File: src/source/st_mem_pkg.sv
package st_mem_pkg;

	////////////////////////////////////////
	// widths
	////////////////////////////////////////

	// sdram word address, byte address bits 23:1
	localparam int addr_w = 23;
	localparam int data_w = 16;

	////////////////////////////////////////
	// memory map
	////////////////////////////////////////

	// upload start points as word addresses
	// tos 256k at e00000
	localparam logic [addr_w-1:0] base_tos256 = 23'h700000;
	// tos 192k at fc0000
	localparam logic [addr_w-1:0] base_tos192 = 23'h7e0000;
	// cartridge at fa0000
	localparam logic [addr_w-1:0] base_cart   = 23'h7d0000;

	// viking frame buffer, top six byte address bits
	// c0xxxx on a plain st
	localparam logic [5:0] viking_win_lo = 6'b110000;
	// e8xxxx in steroids mode
	localparam logic [5:0] viking_win_hi = 6'b111010;

	// enough hits in the window to trust the driver
	localparam logic [7:0] viking_count_max = 8'd255;

	// bus cycle numbering inside one 2 MHz period
	localparam logic [1:0] slot_cpu_pre = 2'd0;
	localparam logic [1:0] slot_cpu     = 2'd1;
	localparam logic [1:0] slot_video   = 2'd2;
	localparam logic [1:0] slot_extra   = 2'd3;

	////////////////////////////////////////
	// types
	////////////////////////////////////////

	typedef enum logic [2:0] {
		mem_512k = 3'd0,
		mem_1m   = 3'd1,
		mem_2m   = 3'd2,
		mem_4m   = 3'd3,
		mem_8m   = 3'd4,
		mem_14m  = 3'd5
	} mem_size_e;

	// core options, quasi static
	typedef struct packed {
		mem_size_e mem_size;
		logic      viking_en;
		logic      steroids;
		logic      turbo_bus;
	} st_cfg_t;

	// host download port
	typedef struct packed {
		logic        download;
		logic        wr;
		logic [4:0]  index;
		logic [24:0] addr;
		logic [15:0] dout;
	} ioctl_t;

	// chipset side of the ram port
	typedef struct packed {
		logic [addr_w-1:0] addr;
		logic              ras_n;
		logic              we_n;
		logic              uds;
		logic              lds;
		logic [data_w-1:0] din;
	} chip_ram_t;

	// request towards the sdram controller
	typedef struct packed {
		logic [addr_w-1:0] addr;
		logic              req;
		logic              we;
		logic              uds;
		logic              lds;
		logic [data_w-1:0] din;
	} sdram_req_t;

endpackage

File: src/source/ram_window.sv
`timescale 1ns/100ps

module ram_window (
	input  st_mem_pkg::st_cfg_t           cfg_i,
	input  logic                          viking_enable_i,
	input  logic [st_mem_pkg::addr_w-1:0] addr_i,
	output logic                          ram_en_o
);

	// installed st ram below the size limit
	logic in_ram;
	// viking frame buffer window
	logic in_viking;
	// window top for the current mode
	logic [5:0] viking_top;

	// word address bit n is byte address bit n+1
	always_comb begin
		case (cfg_i.mem_size)
			st_mem_pkg::mem_512k: in_ram = (addr_i[22:18] == '0);
			st_mem_pkg::mem_1m:   in_ram = (addr_i[22:19] == '0);
			st_mem_pkg::mem_2m:   in_ram = (addr_i[22:20] == '0);
			st_mem_pkg::mem_4m:   in_ram = (addr_i[22:21] == '0);
			st_mem_pkg::mem_8m:   in_ram = ~addr_i[22];
			// everything up to dfffff
			// e00000 and up stays rom and io
			st_mem_pkg::mem_14m:  in_ram = ~&addr_i[22:20];
			default:              in_ram = 1'b0;
		endcase
	end

	// steroids moves the card up to e8
	assign viking_top = cfg_i.steroids ? st_mem_pkg::viking_win_hi :
	                                     st_mem_pkg::viking_win_lo;

	assign in_viking = viking_enable_i && (addr_i[22:17] == viking_top);

	assign ram_en_o = in_ram | in_viking;

endmodule

File: src/source/sdram_port_mux.sv
`timescale 1ns/100ps

module sdram_port_mux (
	input  logic                          clk_32,
	input  logic                          xsint,
	input  st_mem_pkg::st_cfg_t           cfg_i,
	input  st_mem_pkg::chip_ram_t         chip_i,
	input  logic                          mhz8_en1_i,
	input  logic [1:0]                    bus_cycle_i,
	input  logic                          viking_enable_i,
	input  logic                          viking_active_i,
	input  logic [st_mem_pkg::addr_w-1:0] viking_vaddr_i,
	input  logic                          viking_read_i,
	input  logic                          up_active_i,
	input  logic [st_mem_pkg::addr_w-1:0] up_addr_i,
	input  logic [st_mem_pkg::data_w-1:0] up_data_i,
	input  logic                          up_toggle_i,
	input  logic                          tos192k_i,
	input  logic [st_mem_pkg::addr_w-1:0] mbus_a_i,
	input  logic                          rom2_n_i,
	output st_mem_pkg::sdram_req_t        sdram_o,
	output logic [st_mem_pkg::addr_w-1:0] rom_addr_o
);

	logic cpu_pre;
	logic cpu_cycle;
	logic viking_cycle;
	logic ras_n_d;
	// copy of the upload toggle
	logic toggle_d;
	// one clock upload write
	logic data_wr;
	logic ram_en;
	logic chip_req;
	logic up_sel;
	logic vk_sel;

	////////////////////////////////////////
	// slot decode
	////////////////////////////////////////

	// turbo bus gives the cpu the shifter slot too
	assign cpu_pre      = (bus_cycle_i == st_mem_pkg::slot_cpu_pre);
	assign cpu_cycle    = (bus_cycle_i == st_mem_pkg::slot_cpu) ||
	                      (cfg_i.turbo_bus && bus_cycle_i == st_mem_pkg::slot_video);
	// video fetch, moves one slot later in turbo
	assign viking_cycle = (!cfg_i.turbo_bus && bus_cycle_i == st_mem_pkg::slot_video) ||
	                      (cfg_i.turbo_bus && bus_cycle_i == st_mem_pkg::slot_extra);

	always_ff @(posedge clk_32 or negedge xsint) begin
		if (!xsint) begin
			ras_n_d  <= 1'b1;
			toggle_d <= 1'b0;
			data_wr  <= 1'b0;
		end else begin
			ras_n_d <= chip_i.ras_n;
			data_wr <= 1'b0;
			// sample the toggle just before a cpu slot
			if (cpu_pre && mhz8_en1_i) begin
				toggle_d <= up_toggle_i;
				if (up_toggle_i ^ toggle_d)
					data_wr <= 1'b1;
			end
		end
	end

	ram_window ram_window_i (
		.cfg_i           (cfg_i),
		.viking_enable_i (viking_enable_i),
		.addr_i          (chip_i.addr),
		.ram_en_o        (ram_en)
	);

	// ras falling edge, address zero is refresh
	assign chip_req = ras_n_d & ~chip_i.ras_n & (|chip_i.addr) & ram_en;

	assign up_sel = cpu_cycle & up_active_i;
	assign vk_sel = viking_cycle & viking_active_i & viking_read_i;

	////////////////////////////////////////
	// source select
	////////////////////////////////////////

	always_comb begin
		sdram_o.din = up_active_i ? up_data_i : chip_i.din;
		if (up_sel) begin
			sdram_o.addr = up_addr_i;
			sdram_o.req  = data_wr;
			sdram_o.we   = 1'b1;
			sdram_o.uds  = 1'b1;
			sdram_o.lds  = 1'b1;
		end else if (vk_sel) begin
			// full word read for the card
			sdram_o.addr = viking_vaddr_i;
			sdram_o.req  = 1'b1;
			sdram_o.we   = 1'b0;
			sdram_o.uds  = 1'b1;
			sdram_o.lds  = 1'b1;
		end else begin
			sdram_o.addr = chip_i.addr;
			sdram_o.req  = chip_req;
			sdram_o.we   = ~chip_i.we_n;
			sdram_o.uds  = chip_i.uds;
			sdram_o.lds  = chip_i.lds;
		end
	end

	// rom2 lands on e00000, or fc0000 for a 192k tos
	always_comb begin
		if (rom2_n_i)
			rom_addr_o = mbus_a_i;
		else if (tos192k_i)
			rom_addr_o = {4'hf, 2'b11, mbus_a_i[16:0]};
		else
			rom_addr_o = {4'he, 2'b00, mbus_a_i[16:0]};
	end

	// bus cycle must have advanced into a cpu slot by the write
	a_upload_in_cpu_slot: assert property (
		@(posedge clk_32) disable iff (!xsint)
		data_wr |-> cpu_cycle
	);

endmodule

File: src/source/st_mem_glue.sv
`timescale 1ns/100ps

module st_mem_glue (
	input  logic                          clk_32,
	input  logic                          xsint,
	input  st_mem_pkg::st_cfg_t           cfg_i,
	input  st_mem_pkg::ioctl_t            ioctl_i,
	input  st_mem_pkg::chip_ram_t         chip_i,
	input  logic [st_mem_pkg::addr_w-1:0] mbus_a_i,
	input  logic                          as_n_i,
	input  logic                          rom2_n_i,
	input  logic [1:0]                    bus_cycle_i,
	input  logic                          mhz8_en1_i,
	input  logic [st_mem_pkg::addr_w-1:0] viking_vaddr_i,
	input  logic                          viking_read_i,
	output st_mem_pkg::sdram_req_t        sdram_o,
	output logic [st_mem_pkg::addr_w-1:0] rom_addr_o,
	output logic                          viking_active_o,
	output logic                          tos192k_o
);

	// upload state
	logic                          up_active;
	logic [st_mem_pkg::addr_w-1:0] up_addr;
	logic [st_mem_pkg::data_w-1:0] up_data;
	logic                          up_toggle;
	// card option usable with this memory size
	logic                          viking_enable;

	////////////////////////////////////////
	// rom and cartridge upload
	////////////////////////////////////////

	upload_addr upload_addr_i (
		.clk_32      (clk_32),
		.xsint       (xsint),
		.ioctl_i     (ioctl_i),
		.up_active_o (up_active),
		.up_addr_o   (up_addr),
		.up_data_o   (up_data),
		.up_toggle_o (up_toggle),
		.tos192k_o   (tos192k_o)
	);

	viking_detect viking_detect_i (
		.clk_32          (clk_32),
		.xsint           (xsint),
		.cfg_i           (cfg_i),
		.mbus_a_i        (mbus_a_i),
		.as_n_i          (as_n_i),
		.mhz8_en1_i      (mhz8_en1_i),
		.viking_enable_o (viking_enable),
		.viking_active_o (viking_active_o)
	);

	////////////////////////////////////////
	// sdram port
	////////////////////////////////////////

	sdram_port_mux sdram_port_mux_i (
		.clk_32          (clk_32),
		.xsint           (xsint),
		.cfg_i           (cfg_i),
		.chip_i          (chip_i),
		.mhz8_en1_i      (mhz8_en1_i),
		.bus_cycle_i     (bus_cycle_i),
		.viking_enable_i (viking_enable),
		.viking_active_i (viking_active_o),
		.viking_vaddr_i  (viking_vaddr_i),
		.viking_read_i   (viking_read_i),
		.up_active_i     (up_active),
		.up_addr_i       (up_addr),
		.up_data_i       (up_data),
		.up_toggle_i     (up_toggle),
		.tos192k_i       (tos192k_o),
		.mbus_a_i        (mbus_a_i),
		.rom2_n_i        (rom2_n_i),
		.sdram_o         (sdram_o),
		.rom_addr_o      (rom_addr_o)
	);

endmodule

File: src/source/upload_addr.sv
`timescale 1ns/100ps

module upload_addr (
	input  logic                          clk_32,
	input  logic                          xsint,
	input  st_mem_pkg::ioctl_t            ioctl_i,
	output logic                          up_active_o,
	output logic [st_mem_pkg::addr_w-1:0] up_addr_o,
	output logic [st_mem_pkg::data_w-1:0] up_data_o,
	output logic                          up_toggle_o,
	output logic                          tos192k_o
);

	// first clock of a download
	logic dl_rise;
	// host strobe that belongs to a running download
	logic dl_wr;
	// index 4 sends the pointer in its first two words
	logic ptr_wr;

	assign dl_rise = ioctl_i.download & ~up_active_o;
	assign dl_wr   = ioctl_i.wr & ioctl_i.download;
	assign ptr_wr  = dl_wr && (ioctl_i.index == 5'd4) && (ioctl_i.addr[24:2] == '0);

	////////////////////////////////////////
	// address and toggle
	////////////////////////////////////////

	always_ff @(posedge clk_32 or negedge xsint) begin
		if (!xsint) begin
			up_active_o <= 1'b0;
			up_addr_o   <= '0;
			up_toggle_o <= 1'b0;
		end else begin
			up_active_o <= ioctl_i.download;
			// one below the base so the first word steps onto it
			if (dl_rise) begin
				case (ioctl_i.index)
					5'd0: up_addr_o <= st_mem_pkg::base_tos256 - 1'b1;
					5'd1: up_addr_o <= st_mem_pkg::base_tos192 - 1'b1;
					5'd2: up_addr_o <= st_mem_pkg::base_cart - 1'b1;
					// memory clear
					5'd3: up_addr_o <= '0;
					// custom pointer follows in the data
					default: up_addr_o <= up_addr_o;
				endcase
			end
			if (ptr_wr) begin
				// low word first and then the top bits
				// full pointer sits one below its value like a base
				if (ioctl_i.addr == '0)
					up_addr_o[15:0] <= ioctl_i.dout;
				else
					up_addr_o <= {ioctl_i.dout[6:0], up_addr_o[15:0]} - 1'b1;
			end else if (dl_wr) begin
				up_addr_o   <= up_addr_o + 1'b1;
				// mux sees a new word by the edge
				up_toggle_o <= ~up_toggle_o;
			end
		end
	end

	// host sends little endian and the 68000 wants big
	always_ff @(posedge clk_32) begin
		if (dl_wr && !ptr_wr)
			up_data_o <= {ioctl_i.dout[7:0], ioctl_i.dout[15:8]};
	end

	////////////////////////////////////////
	// tos size flag
	////////////////////////////////////////

	// fc0000 and up means a 192k image
	// e0xxxx means a 256k image
	always_ff @(posedge clk_32 or negedge xsint) begin
		if (!xsint) begin
			tos192k_o <= 1'b0;
		end else if (up_active_o) begin
			if (&up_addr_o[22:17])
				tos192k_o <= 1'b1;
			else if (up_addr_o[22:19] == 4'he)
				tos192k_o <= 1'b0;
		end
	end

	// address only moves on a download start or a host word
	a_addr_moves_on_event: assert property (
		@(posedge clk_32) disable iff (!xsint)
		!(dl_rise || dl_wr) |=> $stable(up_addr_o)
	);

endmodule

File: src/source/viking_detect.sv
`timescale 1ns/100ps

module viking_detect (
	input  logic                          clk_32,
	input  logic                          xsint,
	input  st_mem_pkg::st_cfg_t           cfg_i,
	input  logic [st_mem_pkg::addr_w-1:0] mbus_a_i,
	input  logic                          as_n_i,
	input  logic                          mhz8_en1_i,
	output logic                          viking_enable_o,
	output logic                          viking_active_o
);

	// window hits seen so far
	logic [7:0] hits;
	// bus address falls in the frame buffer
	logic win_hit;
	logic full;

	// card memory clashes with st ram above 8M
	// steroids moves it out of the way
	assign viking_enable_o = (cfg_i.viking_en && (cfg_i.mem_size <= st_mem_pkg::mem_8m)) ||
	                         cfg_i.steroids;

	assign win_hit = (mbus_a_i[22:17] == (cfg_i.steroids ? st_mem_pkg::viking_win_hi :
	                                                       st_mem_pkg::viking_win_lo));

	assign full = (hits == st_mem_pkg::viking_count_max);

	////////////////////////////////////////
	// driver detection
	////////////////////////////////////////

	// a probing program touches the window a few times
	// a running driver keeps hammering it
	always_ff @(posedge clk_32 or negedge xsint) begin
		if (!xsint) begin
			hits            <= '0;
			viking_active_o <= 1'b0;
		end else begin
			if (!viking_enable_o)
				hits <= '0;
			else if (mhz8_en1_i && !as_n_i && win_hit && !full)
				hits <= hits + 1'b1;
			viking_active_o <= full & viking_enable_o;
		end
	end

	// card drops out at most one clock after its option goes away
	a_active_needs_enable: assert property (
		@(posedge clk_32) disable iff (!xsint)
		(viking_active_o && !viking_enable_o) |-> $changed(cfg_i)
	);

endmodule

File: config.mk
export PLATFORM = sky130hd
export DESIGN_NAME = st_mem_glue
export DESIGN_NICKNAME = d
export VERILOG_FILES = /design/src/source/st_mem_pkg.sv /design/src/source/ram_window.sv /design/src/source/sdram_port_mux.sv /design/src/source/st_mem_glue.sv /design/src/source/upload_addr.sv /design/src/source/viking_detect.sv
export SDC_FILE = /design/constraint.sdc
export NUM_CORES = 1
export LEC_CHECK = 0
export BUFFER_PORTS_ARGS = -buffer_cell sky130_fd_sc_hd__buf_2
export CORE_MARGIN = 2
export CORE_UTILIZATION = 45
export CTS_BUF_LIST = sky130_fd_sc_hd__clkbuf_4
export DETAILED_ROUTE_END_ITERATION = 8
export GPL_ROUTABILITY_DRIVEN = 0
export PLACE_DENSITY = 0.78
export SYNTH_ARGS = -nofsm -noshare
export SYNTH_HDL_FRONTEND = slang
export SYNTH_SLANG_ARGS = --single-unit
File: constraint.sdc
create_clock -name clk_32 -period 2.92 [get_ports clk_32]
set_clock_uncertainty 0.15 [all_clocks]
set_input_delay 0.438 -clock clk_32 [delete_from_list [all_inputs] [get_ports clk_32]]
set_output_delay 0.438 -clock clk_32 [all_outputs]
set_load 0.02 [all_outputs]
==> run metrics, run 1 <==
dpl hpwl=roughly 12,000 um; Ys Warns=0; Cell Area, Placed=roughly 5700 um2; fmax=between 300 and 400 MHz; Avg Inst Size Synth=8.177 um2; unique cell type count in the Yosys netlist=between 60 and 70; vias in the first global route=between 5,000 and 6,000; Non-Filler Instances=870; Via density=around 6.2; number of port buffers=184; Primary FF master, synth=dfrtp_1; chip height=approximately 110 um; placed cell count=between 800 and 900; # diodes=0; layout cell share with drive strength beyond 1=between 30% and 40%; Clock Sinks=between 50 and 60; relative slew slack=a little over two fifths; I/O pin count=roughly 220; worst-skew pair later-pin latency=390 ps; CP Max Fanout=12; hold_buf cts=1; effective utilization at floorplan=a little under half; Final Critical Period=between 2000 and 3000 ps; Syn Inst Count=570; Max Slew Vio Count=0; Worst path depth=6; post_cts resized=0; CTS tree=built; CP required=3120 ps; Clk pin slew, worst setup/hold paths=170 ps; CTS root buf=clkbuf_4; period utilisation layout=between 90 and 100%; final WL=16,000 um; Antenna Nets Post-Route=0; Worst Setup Start Kind=flip-flop; Die Wd=about 110 um; Residual DRC=0; grt ovf=0; H-Tree Depth=2; worst r2r path cells=6; most frequent cells in the layout=buf_2, nor2_1, a21oi_1; Post-Layout Inst Area=about 5800 um2; Initial DRC Count=between 500 and 600; Pwr per Cell Area=between 400 and 500 nW/um2; Synth Register Bits=54; full die area=between 10,000 and 15,000 um2; Setup Buffers After CTS=0; initial antenna violation count=0; WL/cell=approximately 18 um; Max Cap Violations=0; commonest non-fill, non-tap cell in the layout=buf_2; Total GRT Usage=between 20 and 30%; failing checks=hold timing; CP Cell Sequence=or4_4 > or3_1 > buf_4 > or4_1 > a21boi_1 > a211o_1; CP bufs+invs=1; leak pwr=2.470 nW; Slowest cell on crit path=or4_4; final hold violation count=17; area delta synth->final=23.81%; Critical Path Max Stage Delay=between 500 and 600 ps; core area=slightly above 10,000 um2; worst hold slack=-19.91 ps; Hold Crit Class=in2async; critical path class=reg2reg; status=finished, violations left; sequential share of the synthesized area=30.74%; pin count of the biggest net entering global routing=39; Core Rows=37; clock buffer depth=2; CP Capture Type=flip-flop; Max VDD drop=0.2083 mV; post-synth net total=between 700 and 800; R2R setup slack=about 220 ps; Syn Std Cell Area=approximately 4700 um2; TritonRoute pass-1 iters=6; first-pass GRT wire length=between 20,000 and 30,000 um; unrepaired setup endpoints after global routing=false; slew at the pin with the worst max-slew slack=874.7 ps; Post-synth ARST share=70.37%; Final Net Count=887; Setup-failing EPs final=0; cell family with most CP delay=simple AND/OR/NAND/NOR gates; total CTS buffers=5; Worst EP arrival=2900 ps; total number of vias=5,387; post-route setup TNS=0 ps; number of synthesized flops with an enable pin=16
==> kinds of logic (layout without fill, tap and decap cells) <==
logic type,after synthesis,count (layout),synth area share [%]
AND/OR/NAND/NOR,230,230,25.15
AO/OA/AOI/OAI,144,144,21.18
buffers and inverters,66,230,6.711
flip-flops,54,54,30.74
multiplexers,45,45,10.15
XOR/XNOR,28,28,5.262
adder cells (fa/ha/maj),3,3,0.8055
==> sequential cells by signal, summed over array words and instances (netlist names) <==
| name | count |
|---|---|
| sdram_port_mux_i.data_wr | 1 |
| upload_addr_i.up_active_o | 1 |
| sdram_port_mux_i.toggle_d | 1 |
| upload_addr_i.up_toggle_o | 1 |
| upload_addr_i.up_addr_o | 23 |
| sdram_port_mux_i.ras_n_d | 1 |
| upload_addr_i.up_data_o | 16 |
| upload_addr_i.tos192k_o | 1 |
| viking_detect_i.viking_active_o | 1 |
| viking_detect_i.hits | 8 |
==> cell usage after synthesis, types with 6 or more instances <==
master	count	area [um2]
a211oi_1	6	45.04
a21oi_1	41	205.2
a31oi_1	6	37.54
and3_1	9	56.30
buf_4	17	127.6
clkbuf_1	34	127.6
dfrtp_1	37	925.9
edfxtp_1	16	480.5
inv_1	10	37.54
mux2_2	18	202.7
mux2i_1	27	270.3
nand2_1	37	138.9
nand3_1	22	110.1
nand4_1	11	68.82
nor2_1	64	240.2
nor3_1	18	90.09
nor4_1	25	156.4
o211ai_1	8	60.06
o21ai_0	15	75.07
o31ai_1	6	45.04
or2_2	6	37.54
or3_1	11	68.82
or4_1	7	52.55
xnor2_1	18	157.7
xor2_1	10	87.58
==> stage by stage <==
| stage | setup slack (ps) | total power [mW] | hold WS, ps | utilization, % |
|---|---|---|---|---|
| 2_1_floorplan | 364.7 | 1.558 | -7.591 | - |
| 3_3_place_gp | 331.7 | 1.853 | 359.8 | 55.75 |
| 3_5_place_dp | 272.4 | 1.878 | 375.2 | 55.75 |
| 4_1_cts | 241.4 | 2.324 | 16.76 | 56.66 |
| 5_1_grt | 100.5 | 2.445 | 54.17 | 56.66 |
| 6_report | 222.2 | 2.339 | -19.91 | 56.66 |
==> cell type report <==
type | count | area [um2]
clock buffers | 6 | 45.04
clock inverters | 2 | 37.54
fillers | 962 | 4414
inverters | 11 | 41.29
multi-input cells | 450 | 2918
flip-flops and latches | 54 | 1433
well taps | 136 | 170.2
repair buffers | 211 | 1126
==> per-layer routing <==
layer | wire (um) | global-route usage (%)
met1 | 6187 | 35.77
met5 | 0 | 0
met4 | 459 | 9.492
met2 | 7623 | 46.77
met3 | 1730 | 4.947
==> power by group <==
part,internal (mW),switching (mW)
Clock,0.190,0.258
Sequential,0.874,0.149
Combinational,0.368,0.501
Total,1.43,0.907
==> worst paths after layout <==
check	from	to
max in group asynchronous	xsint	upload_addr_i.up_addr_o[8]$_DFFE_PN0P_
hold / removal	xsint	upload_addr_i.up_active_o$_DFF_PN0_
setup / recovery	upload_addr_i.up_addr_o[12]$_DFFE_PN0P_	upload_addr_i.up_addr_o[18]$_DFF_PN0_
hold reg to reg	upload_addr_i.up_toggle_o$_DFFE_PN0P_	upload_addr_i.up_toggle_o$_DFFE_PN0P_
min in group clk_32	ioctl_i[9]	upload_addr_i.up_data_o[1]$_DFFE_PP_
setup reg to reg	upload_addr_i.up_addr_o[12]$_DFFE_PN0P_	upload_addr_i.up_addr_o[18]$_DFF_PN0_
(Power assumes the default switching activity.)
==> inputs of run 2 (changes only) <==
==> constraint.sdc (replaced) <==
create_clock -name clk_32 -period 2.92 [get_ports clk_32]
set_clock_uncertainty 0.15 [all_clocks]
set_input_delay 0.292 -clock clk_32 [delete_from_list [all_inputs] [get_ports clk_32]]
set_output_delay 0.292 -clock clk_32 [all_outputs]
set_load 0.02 [all_outputs]
==> run metrics, run 2 (same netlist as run 1, synthesis figures left out) <==
post-route setup TNS=0 ps (unchanged); max reg flops=23 (unchanged); cell family with most CP delay=simple AND/OR/NAND/NOR gates; Via density=6.130 (-0.99%); Hold Path End=sdram_port_mux_i.data_wr$_DFF_PN0_; pin count of the biggest net entering global routing=39 (unchanged); footprint of the multi-input gates=2918 um2 (unchanged); Critical Path Max Stage Delay=560 ps (-20 ps); commonest non-fill, non-tap cell in the layout=buf_2; fmax=368.9 MHz (-0.47%); placed cell count=858 (-0.35%); Hold Crit Start=mhz8_en1_i; Non-Filler Instances=882 (+1.4%); most frequent cells in the layout=buf_2, nor2_1, a21oi_1; initial antenna violation count=0 (unchanged); Setup Buffers After CTS=0 (unchanged); CP Cell Sequence=or4_4 > or3_1 > buf_4 > o31a_1 > o311ai_1 > o221ai_1; number of port buffers=184 (unchanged); dpl hpwl=12,170 um (-0.92%); relative slew slack=40.95% (-0.74 points); total CTS buffers=5 (unchanged); CP required=3020 ps (-100 ps); CTS tree=built; area delta synth->final=26.60%; hold path cells=3; Max VDD drop=0.2740 mV (+32%); final hold violation count=0 (-17); Total GRT Usage=27.67% (-0.050 points); Residual DRC=0 (unchanged); H-Tree Depth=2 (unchanged); core area=10,180 um2 (unchanged); period utilisation layout=92.83% (+0.44 points); register area=1433 um2 (unchanged); CTS root buf=clkbuf_4; # diodes=0 (unchanged); Initial DRC Count=511 (-0.78%); Max Slew Vio Count=0 (unchanged); unrepaired setup endpoints after global routing=false; first-pass GRT wire length=24,910 um (-0.44%); Pwr per Cell Area=399.0 nW/um2 (-1.6%); chip height=105.8 um (unchanged); Max Cap Violations=0 (unchanged); CP Capture Type=flip-flop; Die Wd=105.8 um (unchanged); CP Max Fanout=11 (-1); Worst Setup Start Kind=flip-flop; effective utilization at floorplan=45.76% (unchanged); Hold Crit Class=in2reg; total number of vias=5,407 (+0.37%); r2r startpoint=upload_addr_i.up_addr_o[11]$_DFFE_PN0P_; WL/cell=17.96 um (-2.3%); Antenna Nets Post-Route=0 (unchanged); layout cell share with drive strength beyond 1=32.84% (-0.95 points); Final Net Count=899 (+1.4%); FF-to-FF End=upload_addr_i.up_addr_o[16]$_DFF_PN0_; slew at the pin with the worst max-slew slack=877.6 ps (+2.945 ps); Setup-failing EPs final=0 (unchanged); CP bufs+invs=1 (unchanged); clock buffer depth=2 (unchanged); TritonRoute pass-1 iters=6 (unchanged); final WL=15,840 um (-0.98%); Slowest cell on crit path=or4_4; I/O pin count=219 (unchanged); Clock Sinks=54 (unchanged); worst-skew pair later-pin latency=400 ps (about the same); worst r2r path cells=6 (unchanged); grt ovf=0 (unchanged); Clk pin slew, worst setup/hold paths=160 ps (about the same); # fillers=937 (-2.6%); critical path class=reg2reg; Reg with most FFs=upload_addr_i.up_addr_o; Core Rows=37 (unchanged); status=finished clean; leak pwr=2.520 nW (+2.1%); Largest regs=upload_addr_i.up_addr_o: 23 flops, upload_addr_i.up_data_o: 16 flops, viking_detect_i.hits: 8 flops; vias in the first global route=4,974 (-2.9%); full die area=11,190 um2 (unchanged); Final Critical Period=2711 ps (+12.80 ps); R2R setup slack=210 ps (about the same); Worst EP arrival=2810 ps (-90 ps)
## run 2: changes by cell type in the layout (fill, tap and decap cells not counted)
| cell | before | now |
|---|---|---|
| clkinvlp_4 | 1 | 0 |
| inv_6 | 0 | 1 |
| clkinv_4 | 0 | 1 |
| clkbuf_4 | 6 | 5 |
| buf_4 | 26 | 23 |
| dlygate4sd3_1 | 1 | 16 |
## run 2: worst max-delay path by stage
stage                                                 start                                     end  slack (ps)  cells past startpoint
floorplan           upload_addr_i.up_addr_o[11]$_DFFE_PN0P_   upload_addr_i.up_addr_o[21]$_DFF_PN0_         400                      6
global placement    upload_addr_i.up_addr_o[12]$_DFFE_PN0P_   upload_addr_i.up_addr_o[18]$_DFF_PN0_         340                      6
detailed placement  upload_addr_i.up_addr_o[12]$_DFFE_PN0P_   upload_addr_i.up_addr_o[18]$_DFF_PN0_         280                      6
CTS                 upload_addr_i.up_addr_o[11]$_DFFE_PN0P_   upload_addr_i.up_addr_o[16]$_DFF_PN0_         250                      6
global route                                    ioctl_i[47]  upload_addr_i.up_addr_o[9]$_DFFE_PN0P_          80                      8
finish              upload_addr_i.up_addr_o[11]$_DFFE_PN0P_   upload_addr_i.up_addr_o[16]$_DFF_PN0_         210                      6
## run 2: metal layers
metal,up-vias,part of all wire (%),GRT usage (%),wire length (um)
met5,-,0,0,0
met2,348,48,45.67,7540
li1,2495,-,-,-
met3,50,9.6,4.205,1525
met1,2514,40,37.09,6353
met4,0,2.7,9.305,425
## run 2: through the flow
stage          hold WS, ps  util [%]  setup WS, ps  cell area, um2  power, mW
2_1_floorplan       -153.6         -         400.1            4661      1.558
3_3_place_gp         261.3     55.53         336.5            5655      1.857
3_5_place_dp         269.7     55.53         281.0            5655      1.887
4_1_cts              4.057     57.84         253.7            5891      2.342
5_1_grt              20.68     57.94         82.58            5901      2.474
6_report             14.75     57.94         209.4            5901      2.354
## run 2: tightest hold or removal path: cells and delay by family
| kind | cells | cell delay [ps] |
|---|---|---|
| simple gates | 2 | 140 |
| buf+inv | 1 | 100 |
## run 2: timing repair
| item | in CTS | in global routing |
|---|---|---|
| gates resized for setup | 0 | 0 |
| hold endpoints to repair | 51 | 1 |
| hold buffers | 15 | 1 |
## run 2: final cells by class
class	instances	share of cell area, %
flip-flops and latches	54	24.28
inverters	11	0.6997
clock inverters	3	0.8058
repair buffers	223	21.25
clock buffers	5	0.6361
well taps	136	2.884
multi-input cells	450	49.45
## run 2: power by group
part / internal [mW] / switching (mW)
Sequential: 0.874 / 0.165
Combinational: 0.381 / 0.492
Clock: 0.185 / 0.258
==> inputs of run 3 (changes only) <==
Settings changed: BUFFER_PORTS_ARGS -buffer_cell sky130_fd_sc_hd__buf_2 to default, DONT_BUFFER_PORTS from default to 1, PLACE_DENSITY 0.78 to default, SETUP_SLACK_MARGIN from default to 0.05.
==> run metrics, run 3 (same netlist as run 1, synthesis figures left out) <==
Die Wd=105.8 um (unchanged); Setup-failing EPs final=0 (unchanged); Hold Crit Class=in2reg; final WL=15,780 um (-0.42%); commonest non-fill, non-tap cell in the layout=nor2_1; Worst EP arrival=2980 ps (+170 ps); unrepaired setup endpoints after global routing=false; initial antenna violation count=0 (unchanged); pin count of the biggest net entering global routing=39 (unchanged); final hold violation count=0 (unchanged); total number of vias=4,750 (-12%); I/O pin count=219 (unchanged); Setup Buffers After CTS=0 (unchanged); Pwr per Cell Area=410.0 nW/um2 (+2.8%); total CTS buffers=5 (unchanged); number of port buffers=0 (-100%); H-Tree Depth=2 (unchanged); Initial DRC Count=479 (-6.3%); Max Slew Vio Count=0 (unchanged); worst hold slack=4.047 ps (-10.71 ps); dpl hpwl=11,570 um (-4.9%); grt ovf=0 (unchanged); core area=10,180 um2 (unchanged); fmax=356.4 MHz (-3.4%); critical path class=reg2reg; placed cell count=698 (-19%); # diodes=0 (unchanged); CP Max Fanout=17 (+6); footprint of the multi-input gates=2923 um2 (+0.17%); Post-Layout Inst Area=5229 um2 (-11%); max reg flops=23 (unchanged); Max Cap Violations=0 (unchanged); most frequent cells in the layout=nor2_1, buf_4, a21oi_1; Antenna Nets Post-Route=0 (unchanged); TritonRoute pass-1 iters=5 (-1); Reg with most FFs=upload_addr_i.up_addr_o; status=finished clean; final core utilization=51.34% (-6.6 points); # fillers=997 (+6.4%); Final Net Count=745 (-17%); CTS tree=built; layout cell share with drive strength beyond 1=14.53% (-18 points); relative slew slack=55.86% (+15 points); Final Critical Period=2806 ps (+94.94 ps); full die area=11,190 um2 (unchanged); register area=1433 um2 (unchanged); chip height=105.8 um (unchanged); period utilisation layout=96.08% (+3.3 points); vias in the first global route=4,599 (-7.5%); area delta synth->final=12.19%; Clock Sinks=54 (unchanged); Clk pin slew, worst setup/hold paths=160 ps (about the same); Max VDD drop=0.1701 mV (-38%); Via density=6.525 (+6.4%); Residual DRC=0 (unchanged); clock buffer depth=2 (unchanged); worst-skew pair later-pin latency=400 ps (about the same); Worst Setup Start Kind=flip-flop; CP required=3090 ps (+70 ps); CP Capture Type=flip-flop; slew at the pin with the worst max-slew slack=656.0 ps (-221.6 ps); Largest regs=upload_addr_i.up_addr_o: 23 flops, upload_addr_i.up_data_o: 16 flops, viking_detect_i.hits: 8 flops; first-pass GRT wire length=24,350 um (-2.2%); Core Rows=37 (unchanged); leak pwr=1.936 nW (-23%); Cell Area, Placed=4940 um2 (-13%); post-route setup TNS=0 ps (unchanged); effective utilization at floorplan=45.76% (unchanged); WL/cell=21.67 um (+21%); CTS root buf=clkbuf_4; Total GRT Usage=27.52% (-0.15 points); Non-Filler Instances=728 (-17%)
[run 3: changes by cell type in the layout (fill, tap and decap cells not counted), sizes merged]
cell / delta
bufinv: -1
clkinv: +1
inv: -1
dlygate4sd3: +5
clkbuf: +1
buf: -159
[run 3: where the power goes]
group	switching, mW	internal [mW]
clock	0.255	0.101
sequential	0.122	0.874
combinational	0.457	0.335
[run 3: final timing paths]
check	slack (ps)	endpoint	startpoint	depth (start not counted)
min in group asynchronous	170	sdram_port_mux_i.data_wr$_DFF_PN0_	xsint	2
max reg2reg	110	upload_addr_i.up_addr_o[21]$_DFF_PN0_	upload_addr_i.up_addr_o[12]$_DFFE_PN0P_	5
min	4	upload_addr_i.up_addr_o[16]$_DFF_PN0_	ioctl_i[42]	2
min reg2reg	380	upload_addr_i.up_toggle_o$_DFFE_PN0P_	upload_addr_i.up_toggle_o$_DFFE_PN0P_	1
max in group asynchronous	2190	sdram_port_mux_i.ras_n_d$_DFF_PN1_	xsint	2
max	110	upload_addr_i.up_addr_o[21]$_DFF_PN0_	upload_addr_i.up_addr_o[12]$_DFFE_PN0P_	5
[run 3: critical path, stage by stage (launching register included)]
cell	delay, ps
dfrtp_1	420
or4_4	580
or3_1	570
or4_1	570
a311o_1	370
o211ai_1	90
[run 3: area by class of cell]
type	instances	share of cell area [%]
clock inverter	2	0.1675
timing repair buffer	69	11.63
clock buffer	6	0.8615
tap	136	3.254
multi-input combinational	450	55.90
sequential	54	27.40
inverter	11	0.7897
[run 3: stage by stage]
step,power [mW],setup WS (ps)
after floorplan,1.558,400.1
after CTS,2.136,122.4
after global routing,2.252,71.03
after global placement,1.733,259.0
final,2.144,114.5
after detailed placement,1.746,173.7
[run 3: repair_timing]
item,4_1_cts,5_1_grt
resized for setup,0,1
setup endpoints to repair,0,3
hold buffers,22,0
hold endpoints to repair,59,0
[run 3: metal layers]
metal	up-vias	GRT usage, %	routed length (um)
met5	-	0	0
li1	2180	-	-
met3	34	4.762	1331
met2	255	45.02	7608
met4	0	9.023	332
met1	2281	36.96	6506
